[config.mk]
export PLATFORM = sky130hd
export DESIGN_NAME = fm_mix_top
export DESIGN_NICKNAME = d
export VERILOG_FILES = /design/src/fm_mix_pkg.sv /design/src/fm_slot_counter.sv /design/src/fm_single_acc.sv /design/src/fm_mix_router.sv /design/src/fm_mix_top.sv
export SDC_FILE = /design/constraint.sdc
export NUM_CORES = 1
export LEC_CHECK = 0
export BUFFER_PORTS_ARGS = -buffer_cell sky130_fd_sc_hd__clkbuf_2
export CORE_UTILIZATION = 30
export CTS_BUF_LIST = sky130_fd_sc_hd__clkbuf_8 sky130_fd_sc_hd__clkbuf_16
export DETAILED_ROUTE_END_ITERATION = 16
export SLEW_MARGIN = 40
export SYNTH_ARGS = -nofsm -noshare
export SYNTH_HDL_FRONTEND = slang
export SYNTH_SLANG_ARGS = --single-unit
[constraint.sdc]
create_clock -name clk -period 6.4 [get_ports clk]
set_input_delay 1.28 -clock clk [delete_from_list [all_inputs] [get_ports clk]]
set_output_delay 1.28 -clock clk [all_outputs]
set_load 0.1 [all_outputs]
[src/fm_mix_pkg.sv]
// Shared widths, slot counts and index types for the FM mixing stage
// Imported by every mixer module that needs them

package fm_mix_pkg;

    // Operator engine output width
    localparam int op_w = 14;
    // Sound output and ADPCM sample width
    localparam int snd_w = 16;
    // Minimum headroom above the input width in the accumulators
    localparam int acc_guard = 3;

    // Four operators per FM channel
    localparam int num_ops = 4;
    // Six channels times four operators
    localparam int slots_per_frame = 24;

    // Channel code, 3 and 7 never used
    typedef logic [2:0] ch_t;
    // Operator index, 0 is the first slot
    typedef logic [1:0] op_t;
    // FM algorithm 0..7
    typedef logic [2:0] alg_t;

    // First operator slot of these channels carries ADPCM
    localparam ch_t adpcma_ch = 3'd2;
    localparam ch_t adpcmb_ch = 3'd6;

endpackage

[src/fm_slot_counter.sv]
// Slot sequencer for the mixer: operator outer loop, channel inner loop
// Produces one-hot operator flags and the frame start pulse
`timescale 1ns/100ps

module fm_slot_counter (
    input  logic              clk,
    input  logic              rst_n,
    input  logic              clk_en,
    output fm_mix_pkg::ch_t   cur_ch,
    output fm_mix_pkg::op_t   cur_op,
    output logic              s1_enters,
    output logic              s2_enters,
    output logic              s3_enters,
    output logic              s4_enters,
    output logic              zero
);
    import fm_mix_pkg::*;

    ch_t next_ch;
    logic ch_wrap;

    // Channel order 0,1,2,4,5,6 then back to 0
    always_comb begin
        ch_wrap = 1'b0;
        case (cur_ch)
            3'd2:    next_ch = 3'd4;
            3'd6: begin
                next_ch = 3'd0;
                ch_wrap = 1'b1;
            end
            default: next_ch = cur_ch + 3'd1;
        endcase
    end

    always_ff @(posedge clk) begin
        if (!rst_n) begin
            cur_ch <= '0;
            cur_op <= '0;
        end else if (clk_en) begin
            cur_ch <= next_ch;
            // Operator steps once per channel sweep
            if (ch_wrap) begin
                cur_op <= (cur_op == op_t'(num_ops - 1)) ? op_t'(0) : cur_op + op_t'(1);
            end
        end
    end

    // Flag for operator cur_op + 1
    assign s1_enters = (cur_op == 2'd0);
    assign s2_enters = (cur_op == 2'd1);
    assign s3_enters = (cur_op == 2'd2);
    assign s4_enters = (cur_op == 2'd3);

    // Frame starts at op0 ch0
    assign zero = (cur_op == 2'd0) && (cur_ch == 3'd0);

    // Unused channel codes never reached
    a_no_gap_ch: assert property (@(posedge clk) disable iff (!rst_n)
        cur_ch != 3'd3 && cur_ch != 3'd7);

    // Operator index only moves when leaving channel 6
    a_op_step: assert property (@(posedge clk) disable iff (!rst_n)
        (clk_en && cur_ch != 3'd6) |=> (cur_op == $past(cur_op)));

endmodule

[src/fm_single_acc.sv]
// Saturating frame accumulator; restarts and publishes on each frame pulse
// One instance per output side
`timescale 1ns/100ps

module fm_single_acc #(
    parameter int win  = fm_mix_pkg::snd_w,
    parameter int wout = fm_mix_pkg::snd_w
) (
    input  logic                   clk,
    input  logic                   rst_n,
    input  logic                   clk_en,
    input  logic signed [win-1:0]  op_result,
    input  logic                   sum_en,
    input  logic                   zero,
    output logic signed [wout-1:0] snd
);
    import fm_mix_pkg::*;

    // Headroom for a whole frame of full-scale inputs
    localparam int frame_bits = $clog2(slots_per_frame);
    localparam int grow = (frame_bits > acc_guard) ? frame_bits : acc_guard;
    localparam int wacc = win + grow;

    // Signed wout limits, widened to the accumulator
    localparam logic signed [wacc-1:0] sat_max =
        {{(wacc - wout + 1){1'b0}}, {(wout - 1){1'b1}}};
    localparam logic signed [wacc-1:0] sat_min =
        {{(wacc - wout + 1){1'b1}}, {(wout - 1){1'b0}}};

    logic signed [wacc-1:0] acc;
    logic signed [wacc-1:0] in_ext;
    logic signed [wout-1:0] acc_sat;

    assign in_ext = {{(wacc - win){op_result[win-1]}}, op_result};

    // Clamp running total into output range
    always_comb begin
        if (acc > sat_max) begin
            acc_sat = sat_max[wout-1:0];
        end else if (acc < sat_min) begin
            acc_sat = sat_min[wout-1:0];
        end else begin
            acc_sat = acc[wout-1:0];
        end
    end

    always_ff @(posedge clk) begin
        if (!rst_n) begin
            acc <= '0;
            snd <= '0;
        end else if (clk_en) begin
            if (zero) begin
                // Publish last frame, first slot of new frame starts the sum
                snd <= acc_sat;
                acc <= sum_en ? in_ext : '0;
            end else if (sum_en) begin
                acc <= acc + in_ext;
            end
        end
    end

    // Overflowed frame lands exactly on the matching limit
    a_clamp_limit: assert property (@(posedge clk) disable iff (!rst_n)
        (clk_en && zero && (acc > sat_max || acc < sat_min))
        |=> (snd == sat_max[wout-1:0] || snd == sat_min[wout-1:0])
            && (snd[wout-1] == $past(acc[wacc-1])));

endmodule

[src/fm_mix_router.sv]
// Picks carrier operators by algorithm, routes to left/right by rl
// Swaps in ADPCM-A and ADPCM-B samples on their reserved slots
`timescale 1ns/100ps

module fm_mix_router #(
    parameter int op_width  = fm_mix_pkg::op_w,
    parameter int snd_width = fm_mix_pkg::snd_w
) (
    input  logic                        clk,
    input  logic                        rst_n,
    input  logic                        clk_en,
    input  logic                        zero,
    input  logic                        s1_enters,
    input  logic                        s2_enters,
    input  logic                        s3_enters,
    input  logic                        s4_enters,
    input  fm_mix_pkg::ch_t             cur_ch,
    input  fm_mix_pkg::op_t             cur_op,
    input  fm_mix_pkg::alg_t            alg,
    input  logic [1:0]                  rl,
    input  logic signed [op_width-1:0]  op_result,
    input  logic signed [snd_width-1:0] adpcma_l,
    input  logic signed [snd_width-1:0] adpcma_r,
    input  logic signed [snd_width-1:0] adpcmb_l,
    input  logic signed [snd_width-1:0] adpcmb_r,
    output logic signed [snd_width-1:0] left,
    output logic signed [snd_width-1:0] right
);
    import fm_mix_pkg::*;

    logic sum_en;
    logic signed [snd_width-1:0] op_ext;
    logic signed [snd_width-1:0] acc_in_l;
    logic signed [snd_width-1:0] acc_in_r;
    logic acc_en_l;
    logic acc_en_r;
    logic is_adpcma;
    logic is_adpcmb;

    // Carrier set per algorithm
    always_comb begin
        case (alg)
            3'd4:       sum_en = s2_enters | s4_enters;
            3'd5, 3'd6: sum_en = s2_enters | s3_enters | s4_enters;
            3'd7:       sum_en = 1'b1;
            default:    sum_en = s4_enters;
        endcase
    end

    // Operator result widened to sound width
    assign op_ext = {{(snd_width - op_width){op_result[op_width-1]}}, op_result};

    assign is_adpcma = (cur_op == op_t'(0)) && (cur_ch == adpcma_ch);
    assign is_adpcmb = (cur_op == op_t'(0)) && (cur_ch == adpcmb_ch);

    // ADPCM slots drop FM data and ignore alg/rl
    always_comb begin
        if (is_adpcma) begin
            acc_in_l = adpcma_l;
            acc_in_r = adpcma_r;
            acc_en_l = 1'b1;
            acc_en_r = 1'b1;
        end else if (is_adpcmb) begin
            acc_in_l = adpcmb_l;
            acc_in_r = adpcmb_r;
            acc_en_l = 1'b1;
            acc_en_r = 1'b1;
        end else begin
            acc_in_l = op_ext;
            acc_in_r = op_ext;
            // rl[1] left, rl[0] right
            acc_en_l = sum_en & rl[1];
            acc_en_r = sum_en & rl[0];
        end
    end

    fm_single_acc #(.win(snd_width), .wout(snd_width)) u_left (
        .clk       (clk),
        .rst_n     (rst_n),
        .clk_en    (clk_en),
        .op_result (acc_in_l),
        .sum_en    (acc_en_l),
        .zero      (zero),
        .snd       (left)
    );

    fm_single_acc #(.win(snd_width), .wout(snd_width)) u_right (
        .clk       (clk),
        .rst_n     (rst_n),
        .clk_en    (clk_en),
        .op_result (acc_in_r),
        .sum_en    (acc_en_r),
        .zero      (zero),
        .snd       (right)
    );

    // Counter's first-operator flag on an ADPCM channel forces both sides on
    a_adpcm_en: assert property (@(posedge clk) disable iff (!rst_n)
        (s1_enters && (cur_ch == adpcma_ch || cur_ch == adpcmb_ch))
        |-> (acc_en_l && acc_en_r));

endmodule

[src/fm_mix_top.sv]
// Mixer top level: slot counter driving the carrier router and accumulators
// Slot indices and frame pulse exported so the operator source can follow
`timescale 1ns/100ps

module fm_mix_top #(
    parameter int op_width  = fm_mix_pkg::op_w,
    parameter int snd_width = fm_mix_pkg::snd_w
) (
    input  logic                        clk,
    input  logic                        rst_n,
    input  logic                        clk_en,
    input  logic signed [op_width-1:0]  op_result,
    input  fm_mix_pkg::alg_t            alg,
    input  logic [1:0]                  rl,
    input  logic signed [snd_width-1:0] adpcma_l,
    input  logic signed [snd_width-1:0] adpcma_r,
    input  logic signed [snd_width-1:0] adpcmb_l,
    input  logic signed [snd_width-1:0] adpcmb_r,
    output fm_mix_pkg::ch_t             cur_ch,
    output fm_mix_pkg::op_t             cur_op,
    output logic                        zero,
    output logic signed [snd_width-1:0] left,
    output logic signed [snd_width-1:0] right
);

    // One-hot operator flags
    logic s1_enters;
    logic s2_enters;
    logic s3_enters;
    logic s4_enters;

    fm_slot_counter u_slot_counter (
        .clk       (clk),
        .rst_n     (rst_n),
        .clk_en    (clk_en),
        .cur_ch    (cur_ch),
        .cur_op    (cur_op),
        .s1_enters (s1_enters),
        .s2_enters (s2_enters),
        .s3_enters (s3_enters),
        .s4_enters (s4_enters),
        .zero      (zero)
    );

    fm_mix_router #(.op_width(op_width), .snd_width(snd_width)) u_router (
        .clk       (clk),
        .rst_n     (rst_n),
        .clk_en    (clk_en),
        .zero      (zero),
        .s1_enters (s1_enters),
        .s2_enters (s2_enters),
        .s3_enters (s3_enters),
        .s4_enters (s4_enters),
        .cur_ch    (cur_ch),
        .cur_op    (cur_op),
        .alg       (alg),
        .rl        (rl),
        .op_result (op_result),
        .adpcma_l  (adpcma_l),
        .adpcma_r  (adpcma_r),
        .adpcmb_l  (adpcmb_l),
        .adpcmb_r  (adpcmb_r),
        .left      (left),
        .right     (right)
    );

endmodule

# After elaboration in Yosys (flattened, before gate mapping)
# Index checks and enable logic that the tools add are counted.
[classes]
n_eq_ne = 9
add_sub_neg = 4
magnitude_cmp = 4
reduce_logical = 12
mux = 22
bitwise_logic = 5
[ops]
columns = ["op", "count"]
rows = [
  ["2-to-1 mux 16 bit", 8],
  ["2-to-1 mux 21 bit", 6],
  ["adder 21 x 16 -> 21 bit", 2],
  ["greater-than comparator 21 x 16 -> 1 bit, second input constant", 2],
  ["less-than comparator 21 x 16 -> 1 bit, second input constant", 2],
  ["== test 3 bit, second input constant", 5],
  ["AND reduction 2 bit", 4],
  ["one-hot mux 3 bit (2 select lines)", 1],
  ["2-to-1 mux 1 bit", 5],
  ["== test 2 bit, second input constant", 2],
  ["nonzero test 2 bit", 2],
  ["adder 3 x 1 -> 3 bit, second input constant", 1],
  ["== test 3 x 2 -> 1 bit, second input constant", 1],
  ["logical AND 1 bit", 3],
  ["zero test 3 bit", 1],
  ["bitwise OR 1 bit", 3],
  ["one-hot mux 1 bit (3 select lines)", 1],
  ["adder 2 x 1 -> 2 bit, second input constant", 1],
  ["bitwise AND 1 bit", 2],
  ["== test 2 x 1 -> 1 bit, second input constant", 1],
  ["zero test 2 bit", 1],
  ["2-to-1 mux 2 bit", 1],
  ["OR reduction 2 bit", 1],
]
[word_totals]
output_inout_bits = 38
inputBits = 86
reg_bits = 79
wordCells = 62

# Depth between registers and ports, before layout
# Gate-level depths: netlist (run 1).
[logic_depth]
word_depth = 9
ltp_mapped = 17
mapped_depth_nobuf = 15

# Hierarchy
# From an unflattened synthesis (run 1), not the netlist that was laid out.
[unflattened]
cells_unflattened = 789
area_unflattened_um2 = 5975.7
[modules_own_cells]
columns = ["mod", "instances", "seq_area_each_um2", "area_per_inst_um2", "cells_each"]
rows = [
  ["fm_single_acc", 2, 740.7, 2504.9, 330],
  ["fm_mix_router", 1, 0.0, 653.1, 95],
  ["fm_slot_counter", 1, 100.1, 312.8, 34],
]

# Least setup slack after synthesis (run 1)
# Ideal clock, no wire load.
[synth_path]
kind = "reg-to-reg"
startpoint = "register u_slot_counter.cur_ch[1]"
endpoint = "register u_router.u_left.acc[12]"
slack_ps = 1996
t_arrival_ps = 4281
setup_ps = 123
stages_incl_launch_ff = 17
n_path_buf = 2
required_ps = 6277
synth_period_minus_slack_ps = 4404
path_cell_list = "dfxtp_1 -> ha_1 -> and2_0 -> clkbuf_1 -> clkbuf_1 -> nor2_1 -> a21oi_1 -> ha_1 -> inv_1 -> fa_1 -> nor2b_1 -> o31ai_4 -> a211oi_1 -> a21boi_0 -> xnor2_1 -> a221oi_1 -> nor2_1"
[synth_between]
elab_chain_len = 7
elab_cells_between_ends = 16
classes_between = "1 x add/sub; 2 x eq/ne; 7 x mux; 6 x reduce/logical"
[synth_rtl]
columns = ["element", "line", "text"]
rows = [
  ["start: declaration", "fm_slot_counter.sv:9", "output fm_mix_pkg::ch_t cur_ch,"],
  ["start signal: assignment", "fm_slot_counter.sv:40", "cur_ch <= next_ch;"],
  ["== test 3 bit", "fm_mix_router.sv:54", "assign is_adpcmb = (cur_op == op_t'(0)) && (cur_ch == adpcmb_ch);"],
  ["logical AND 1 bit", "fm_mix_router.sv:54", ""],
  ["2-to-1 mux 16 bit", "fm_mix_router.sv:63", "end else if (is_adpcmb) begin"],
  ["2-to-1 mux 16 bit", "fm_mix_router.sv:58", "if (is_adpcma) begin"],
  ["adder 21 x 16 -> 21 bit", "fm_single_acc.sv:57", "acc <= acc + in_ext;"],
  ["2-to-1 mux 21 bit", "fm_single_acc.sv:56", "end else if (sum_en) begin"],
  ["2-to-1 mux 21 bit", "fm_single_acc.sv:52", "if (zero) begin"],
  ["end signal: assignment", "fm_single_acc.sv:55", "acc <= sum_en ? in_ext : '0;"],
  ["end signal: assignment", "fm_single_acc.sv:57", ""],
  ["end: declaration", "fm_single_acc.sv:30", "logic signed [wacc-1:0] acc;"],
]
# Parallel ways exist; a longest one is shown, timed or not. The select of a mux whose other input is x is not followed.
# A chain may end at the register's enable or synchronous reset.

# Worst setup path after layout (run 1)
[layout_path]
startpoint = "register u_slot_counter.cur_ch[0]"
endpoint = "register u_router.u_left.acc[20]"
# Same word-level chain as after synthesis.

==> run_results.csv, run 1 <==
group,metric,value,unit
clock_tree,cts_buffer_depth,2,
timing,setup_viol,0,
logic_synthesis,ys_warn_count,0,
clock_tree,htree_num_levels,3,
clock_tree,cts_buffers,9,
logic_synthesis,synth-adder-area-share,10.62,%
timing,sum_neg_setup_slack,0,ns
timing,worst_slew_pin_slew,0.7507,ns
global_routing,first_pass_grt_wire_length,30920,um
route,routed_wire_length_per_instance,16.98,um
worst_setup_path,crit_type,"register to register",
final_layout,layout.nets,1027,
final_layout,drive_above_1_share,18.97,%
logic_synthesis,xor_and_xnor_fraction_of_the_mapped_netlist_area,3.774,%
clock_tree,post_cts_setup_inserts,0,
route,initialDrtViolationCount,420,
route,dr.pass1.iters,5,
timing,finalClockSkew,0.005982,ns
logic_synthesis,yosys_register_bits,79,
timing,finalWorstPathRequiredPeriod,4.397,ns
logic_synthesis,compound_gate_fraction_of_synth_area,33.34,%
status,run_status,"finished, final reports clean",
worst_setup_path,timing.critical_path.from_type,"register",
logic_synthesis,synthesis.instances,799,
power,power_leakage,3.121,nW
final_layout,mostFrequentLayoutCell,"sky130_fd_sc_hd__a21oi_1",
logic_synthesis,seq_area_frac_synth,26.21,%
timing,hold_viol,0,
worst_setup_path,nature_of_the_critical_path_endpoint,"register",
timing,post-route-period-util,68.70,%
logic_synthesis,postSynthAreaPerCell,7.553,um2
timing,max_slew_violation_count,0,
logic_synthesis,combinational_family_with_the_most_area_after_synthesis,"compound AO/OA/AOI/OAI gates",
final_layout,antenna_cells_inserted,0,
global_routing,first_global_vias,5853,
global_routing,globalRoute.totalOverflow,0,
min_path,holdCritPathClass,"register to register",
worst_setup_path,timing.critical_path.fanout_max,39,
logic_synthesis,asyncSetResetFlopFracSynth,0,%
clock_tree,clk_tree_root_cell,"sky130_fd_sc_hd__clkbuf_16",
route,final_antenna_net_count,0,
floorplanning,height_of_the_die,143.8,um
logic_synthesis,synthesis.nets,935,
logic_synthesis,netlist_area,0.006035,mm2
route,route.detailed.drc,0,
timing,whs,0.4995,ns
power,power-per-cell-area,294.8,mW/mm2
route,drt_wl_total,19710,um
floorplanning,dieArea,0.02069,mm2
timing,grt_setup_unrepaired,"no",
placed_design,gp_routability_congestion,0.8604,
clock_tree,clk_transition_reported_paths,0.06,ns
global_routing,grt_max_degree,74,
floorplanning,floorplan.die.width,143.8,um
final_layout,synthToLayoutAreaGrowth,19.24,%
global_routing,grt_antenna_before_repair,0,
worst_setup_path,critical_path_arrival,4.68,ns
logic_synthesis,post_synth_and_or_nand_nor_area_fraction,14.41,%
placed_design,buffer_ports.inserted,123,
logic_synthesis,synth_cell_type_count,62,
clock_tree,post_cts_hold_buffer_count,0,
power,power.ir.vdd_worst,0.1758,mV
clock_tree,cts_num_sinks,79,
logic_synthesis,post_synth_mux_area_share,6.697,%
final_layout,commonest_cells_after_routing_fill_and_taps_aside,"sky130_fd_sc_hd__a21oi_1 (127), sky130_fd_sc_hd__clkbuf_2 (123), sky130_fd_sc_hd__nor2_1 (94), sky130_fd_sc_hd__o21ai_0 (94), sky130_fd_sc_hd__dfxtp_1 (78)",
floorplanning,std_cell_rows,51,
worst_setup_path,cp.required,6.68,ns
logic_synthesis,synth-edff-count,0,
final_layout,register_area,0.001583,mm2
clock_tree,clkLatencyLatePin,0.35,ns
floorplanning,initial_util,30.80,%
clock_tree,clock_tree_from_tritoncts,"yes",
timing,fmax,227.4,MHz
run,maxCapViolCount,0,
logic_synthesis,top_flip_flop_cell_by_instance_count_after_synthesis,"sky130_fd_sc_hd__dfxtp_1",
global_routing,grtUsageTotal,19.40,%
route,post_drt_via_cell_ratio,5.378,
route,via_count,6244,
floorplanning,io-pin-count,124,
clock_tree,post_cts_resize_count,0,
placed_design,dp.final_hpwl,14650,um
timing,relSlewSlack,49.95,%
final_layout,nFillCells,2102,
final_layout,multiInputGateArea,0.004185,mm2
floorplanning,placeableCoreArea,0.01959,mm2
==> stage by stage <==
step | worst slack, ns | total power [mW] | std cells | utilization (%) | instance area (um2)
after floorplan | 1.996 | 1.351 | 799 | - | 6035
after global placement | 2.238 | 1.559 | 1145 | 34.98 | 6853
after detailed placement | 2.065 | 1.569 | 1145 | 35.10 | 6875
after CTS | 2.038 | 2.134 | 1161 | 36.72 | 7194
after global routing | 1.710 | 2.251 | 1161 | 36.73 | 7196
final | 2.003 | 2.121 | 1161 | 36.73 | 7196
==> cell usage after synthesis (all sizes together) (2+ instances only) <==
master	number	share of area, %
a21oi	127	11
o21ai	98	8.1
nor2	96	6.0
dfxtp	79	26
ha	48	10
clkbuf	40	2.5
mux2i	37	6.1
nand2	33	2.1
inv	25	1.6
a21o	20	2.5
nand3	16	1.3
xnor2	15	2.2
a221oi	12	1.7
a22oi	11	1.4
buf	11	0.89
o211ai	11	1.5
xor2	11	1.6
nand4	10	1.1
nor3	10	0.83
o21a	10	1.2
a31oi	7	0.73
a211oi	5	0.62
and3	5	0.54
and2	4	0.41
nor2b	4	0.41
o2111ai	4	0.58
o22ai	4	0.41
or4	4	0.50
a2111oi	3	0.54
a21boi	3	0.37
a41oi	3	0.44
mux2	3	0.56
o21bai	3	0.37
o31ai	3	0.60
or3	3	0.31
a211o	2	0.29
fa	2	0.66
nand2b	2	0.21
o221ai	2	0.29
or2	2	0.21
==> registers in the layout, summed over array words and instances, names as in the netlist <==
| signal | count |
|---|---|
| u_router.u_left.acc | 21 |
| u_router.u_right.acc | 21 |
| u_router.u_left.snd | 16 |
| u_router.u_right.snd | 16 |
| u_slot_counter.cur_ch | 3 |
| u_slot_counter.cur_op | 2 |
==> cell families after synthesis <==
logic type                 after synthesis
AOI/OAI and AO/OA                      335
xor gates and xnor gates                26
adders and majority gates               50
buffers and inverters                   76
DFF                                     79
muxes                                   40
and+or+nand+nor                        193
==> power by group <==
| group | internal (mW) | switching, mW | total (mW) | leakage [nW] |
|---|---|---|---|---|
| registers | 0.557 | 0.0540 | 0.611 | 0.652 |
| clock network | 0.334 | 0.222 | 0.556 | 0.147 |
| logic | 0.288 | 0.666 | 0.953 | 2.32 |
==> path summary, 6_finish.rpt <==
| check | slack, ns | endpoint | cells after the start | start |
|---|---|---|---|---|
| max | 2.00 | u_router.u_left.acc[20]$_SDFFE_PN0P_ | 13 | u_slot_counter.cur_ch[0]$_SDFFE_PN0P_ |
| min | 0.50 | u_router.u_left.snd[15]$_SDFFE_PN0P_ | 2 | u_router.u_left.snd[15]$_SDFFE_PN0P_ |
| min reg2reg | 0.50 | u_router.u_left.snd[15]$_SDFFE_PN0P_ | 2 | u_router.u_left.snd[15]$_SDFFE_PN0P_ |
| max reg2reg | 2.00 | u_router.u_left.acc[20]$_SDFFE_PN0P_ | 13 | u_slot_counter.cur_ch[0]$_SDFFE_PN0P_ |
==> critical path, cell delays in order (launching register included) <==
cell and delay [ns]:
sky130_fd_sc_hd__dfxtp_1 0.35, sky130_fd_sc_hd__inv_1 0.09, sky130_fd_sc_hd__ha_1 0.23, sky130_fd_sc_hd__and2_2 0.67, sky130_fd_sc_hd__nor2_1 0.26, sky130_fd_sc_hd__a21oi_1 0.57
sky130_fd_sc_hd__ha_1 0.44, sky130_fd_sc_hd__and2_1 0.19, sky130_fd_sc_hd__a221o_1 0.35, sky130_fd_sc_hd__a221oi_1 0.34, sky130_fd_sc_hd__nand3b_1 0.16, sky130_fd_sc_hd__xnor2_1 0.16
sky130_fd_sc_hd__or4_1 0.44, sky130_fd_sc_hd__o211ai_2 0.07
==> routing by layer <==
metal	vias up	GRT usage, %	share of wire (%)
li1	3136	-	-
met5	-	0	0
met4	0	4.815	1.8
met3	21	4.265	5.2
met2	154	33.71	49
met1	2933	24.04	44
==> layout make-up <==
type	count	area share [%]
clock inverters	4	0.7303
repair buffers	132	9.494
inverters	25	1.304
flip-flops and latches	79	22.00
clock buffers	12	3.704
multi-input cells	644	58.16
well taps	265	4.608
Power figures use the tool's default switching activity.
==> inputs of run 2 (changes only) <==
==> constraint.sdc (replaced) <==
create_clock -name clk -period 3.7 [get_ports clk]
set_input_delay 0.74 -clock clk [delete_from_list [all_inputs] [get_ports clk]]
set_output_delay 0.74 -clock clk [all_outputs]
set_load 0.1 [all_outputs]
==> run_results.csv, run 2 (synthesis results as in run 1) <==
group,metric,value,unit
timing,finalWorstPathRequiredPeriod,3.564,ns
final_layout,commonest_cells_after_routing_fill_and_taps_aside,"sky130_fd_sc_hd__a21oi_1 (127), sky130_fd_sc_hd__clkbuf_2 (123), sky130_fd_sc_hd__nor2_1 (94), sky130_fd_sc_hd__o21ai_0 (94), sky130_fd_sc_hd__dfxtp_1 (74)",
final_layout,drive_above_1_share,20.96,%
worst_setup_path,timing.critical_path.fanout_max,17,
floorplanning,dieArea,0.02069,mm2
min_path,timing.hold.worst.start,"u_router.u_left.snd[15]$_SDFFE_PN0P_",
timing,fmax,280.5,MHz
timing,setup_viol,0,
floorplanning,placeableCoreArea,0.01959,mm2
timing,grt_setup_unrepaired,"no",
route,initialDrtViolationCount,301,
worst_setup_path,rr_worst_depth,11,
status,run_status,"finished, final reports clean",
timing,hold_viol,0,
power,total_power,3.702,mW
route,post_drt_via_cell_ratio,5.360,
global_routing,grt_max_degree,48,
power,power_leakage,3.241,nW
route,via_count,6330,
worst_setup_path,r2r-start,"u_slot_counter.cur_ch[2]$_SDFFE_PN0P_",
final_layout,layout.nets,1047,
timing,worst_slew_pin_slew,0.8523,ns
floorplanning,io-pin-count,124,
worst_setup_path,timing.critical_path.from_type,"register",
final_layout,mostFrequentLayoutCell,"sky130_fd_sc_hd__a21oi_1",
timing,sum_neg_setup_slack,0,ns
timing,whs,0.5032,ns
global_routing,grtUsageTotal,18.92,%
final_layout,nFillCells,2091,
route,routed_wire_length_per_instance,16.53,um
floorplanning,std_cell_rows,51,
global_routing,grt_antenna_before_repair,0,
worst_setup_path,nature_of_the_critical_path_endpoint,"register",
final_layout,biggestRegsByFlops,"u_router.u_left.acc (21), u_router.u_right.acc (21)",
floorplanning,height_of_the_die,143.8,um
min_path,whs_endpoint,"u_router.u_left.snd[15]$_SDFFE_PN0P_",
floorplanning,initial_util,30.80,%
placed_design,gp_routability_congestion,0.9179,
clock_tree,clk_tree_root_cell,"sky130_fd_sc_hd__clkbuf_16",
placed_design,numPlacedInstances,1165,
clock_tree,clk_transition_reported_paths,0.07,ns
min_path,holdCritPathClass,"register to register",
route,route.detailed.drc,0,
placed_design,pre_cts_slack,0.005978,ns
timing,finalClockSkew,0.01125,ns
worst_setup_path,reg2reg_to,"u_router.u_right.acc[17]$_SDFFE_PN0P_",
clock_tree,cts_buffer_depth,2,
route,drt_wl_total,19520,um
floorplanning,floorplan.die.width,143.8,um
clock_tree,cts_num_sinks,79,
timing,max_slew_violation_count,0,
global_routing,first_global_vias,5799,
run,maxCapViolCount,0,
final_layout,synthToLayoutAreaGrowth,21.96,%
global_routing,globalRoute.totalOverflow,0,
route,final_antenna_net_count,0,
timing,relSlewSlack,42.70,%
power,power.ir.vdd_worst,0.2743,mV
clock_tree,clkLatencyLatePin,0.35,ns
worst_setup_path,cp.required,3.99,ns
global_routing,first_pass_grt_wire_length,30110,um
clock_tree,post_cts_setup_inserts,0,
final_layout,multiInputGateArea,0.004179,mm2
timing,setup_slack,0.1356,ns
placed_design,dp.final_hpwl,14680,um
worst_setup_path,crit_type,"register to register",
route,dr.pass1.iters,5,
worst_setup_path,critical_path_arrival,3.85,ns
power,power-per-cell-area,503.0,mW/mm2
clock_tree,clock_tree_from_tritoncts,"yes",
worst_setup_path,regToRegSetupSlack,0.14,ns
min_path,hold-path-cell-count,2,
clock_tree,htree_num_levels,3,
final_layout,finalNonFillerCells,1181,
final_layout,register_area,0.001598,mm2
timing,post-route-period-util,96.34,%
clock_tree,cts_buffers,9,
final_layout,antenna_cells_inserted,0,
placed_design,buffer_ports.inserted,123,
clock_tree,post_cts_hold_buffer_count,0,
## run 2: critical path: stages, from the launching register on
cell and delay (ns):
sky130_fd_sc_hd__dfxtp_2 0.68, sky130_fd_sc_hd__buf_4 0.23, sky130_fd_sc_hd__buf_4 0.15, sky130_fd_sc_hd__mux2i_1 0.27, sky130_fd_sc_hd__a21oi_1 0.16, sky130_fd_sc_hd__ha_1 0.44
sky130_fd_sc_hd__nand4_1 0.24, sky130_fd_sc_hd__a2111oi_0 0.63, sky130_fd_sc_hd__o211ai_1 0.19, sky130_fd_sc_hd__a21o_1 0.20, sky130_fd_sc_hd__a21oi_1 0.12, sky130_fd_sc_hd__o221a_2 0.19
## run 2: cell type report
cell class                      count  share of cell area (%)
Clock buffer                       12                   3.774
Inverter                           25                   1.275
Multi-Input combinational cell    644                   56.78
Sequential cell                    79                   21.71
Tap cell                          265                   4.505
Timing Repair Buffer              152                   11.37
Clock inverter                      4                  0.5780
## run 2: worst max path at each step
stage	slack (ns)	from	to
final	0.14	u_slot_counter.cur_ch[2]$_SDFFE_PN0P_	u_router.u_right.acc[17]$_SDFFE_PN0P_
after global routing	0.01	u_slot_counter.cur_ch[2]$_SDFFE_PN0P_	u_router.u_left.acc[20]$_SDFFE_PN0P_
after CTS	0.11	u_slot_counter.cur_ch[0]$_SDFFE_PN0P_	u_router.u_right.acc[17]$_SDFFE_PN0P_
after detailed placement	0.006	u_slot_counter.cur_ch[0]$_SDFFE_PN0P_	u_router.u_left.acc[12]$_SDFFE_PN0P_
after global placement	0.12	u_slot_counter.cur_ch[0]$_SDFFE_PN0P_	u_router.u_left.acc[12]$_SDFFE_PN0P_
after floorplan	0.03	u_slot_counter.cur_ch[1]$_SDFFE_PN0P_	u_router.u_left.acc[12]$_SDFFE_PN0P_
## run 2: repair_timing
action	CTS	global route
gates cloned	0	0
resized for setup	1	6
endpoints found under the setup margin	1	10
## run 2: report_power, final
group	internal, mW	leakage [nW]	switching (mW)
clock	0.595	0.166	0.366
sequential	0.963	0.655	0.0950
combinational	0.527	2.42	1.16
total	2.08	3.24	1.62
## run 2: through the flow
stage / area (um2) / util (%)
floorplan: 6053 / -
global placement: 7014 / 35.81
detailed placement: 7022 / 35.84
CTS: 7347 / 37.50
global route: 7360 / 37.57
finish: 7360 / 37.57
## run 2: metal layers
layer / vias to the layer above / routed length, um / track usage, %
li1: 3178 / - / -
met1: 2934 / 8627 / 23.67
met2: 185 / 9392 / 31.91
met3: 33 / 1055 / 4.199
met4: 0 / 444 / 6.159
met5: - / 0 / 0
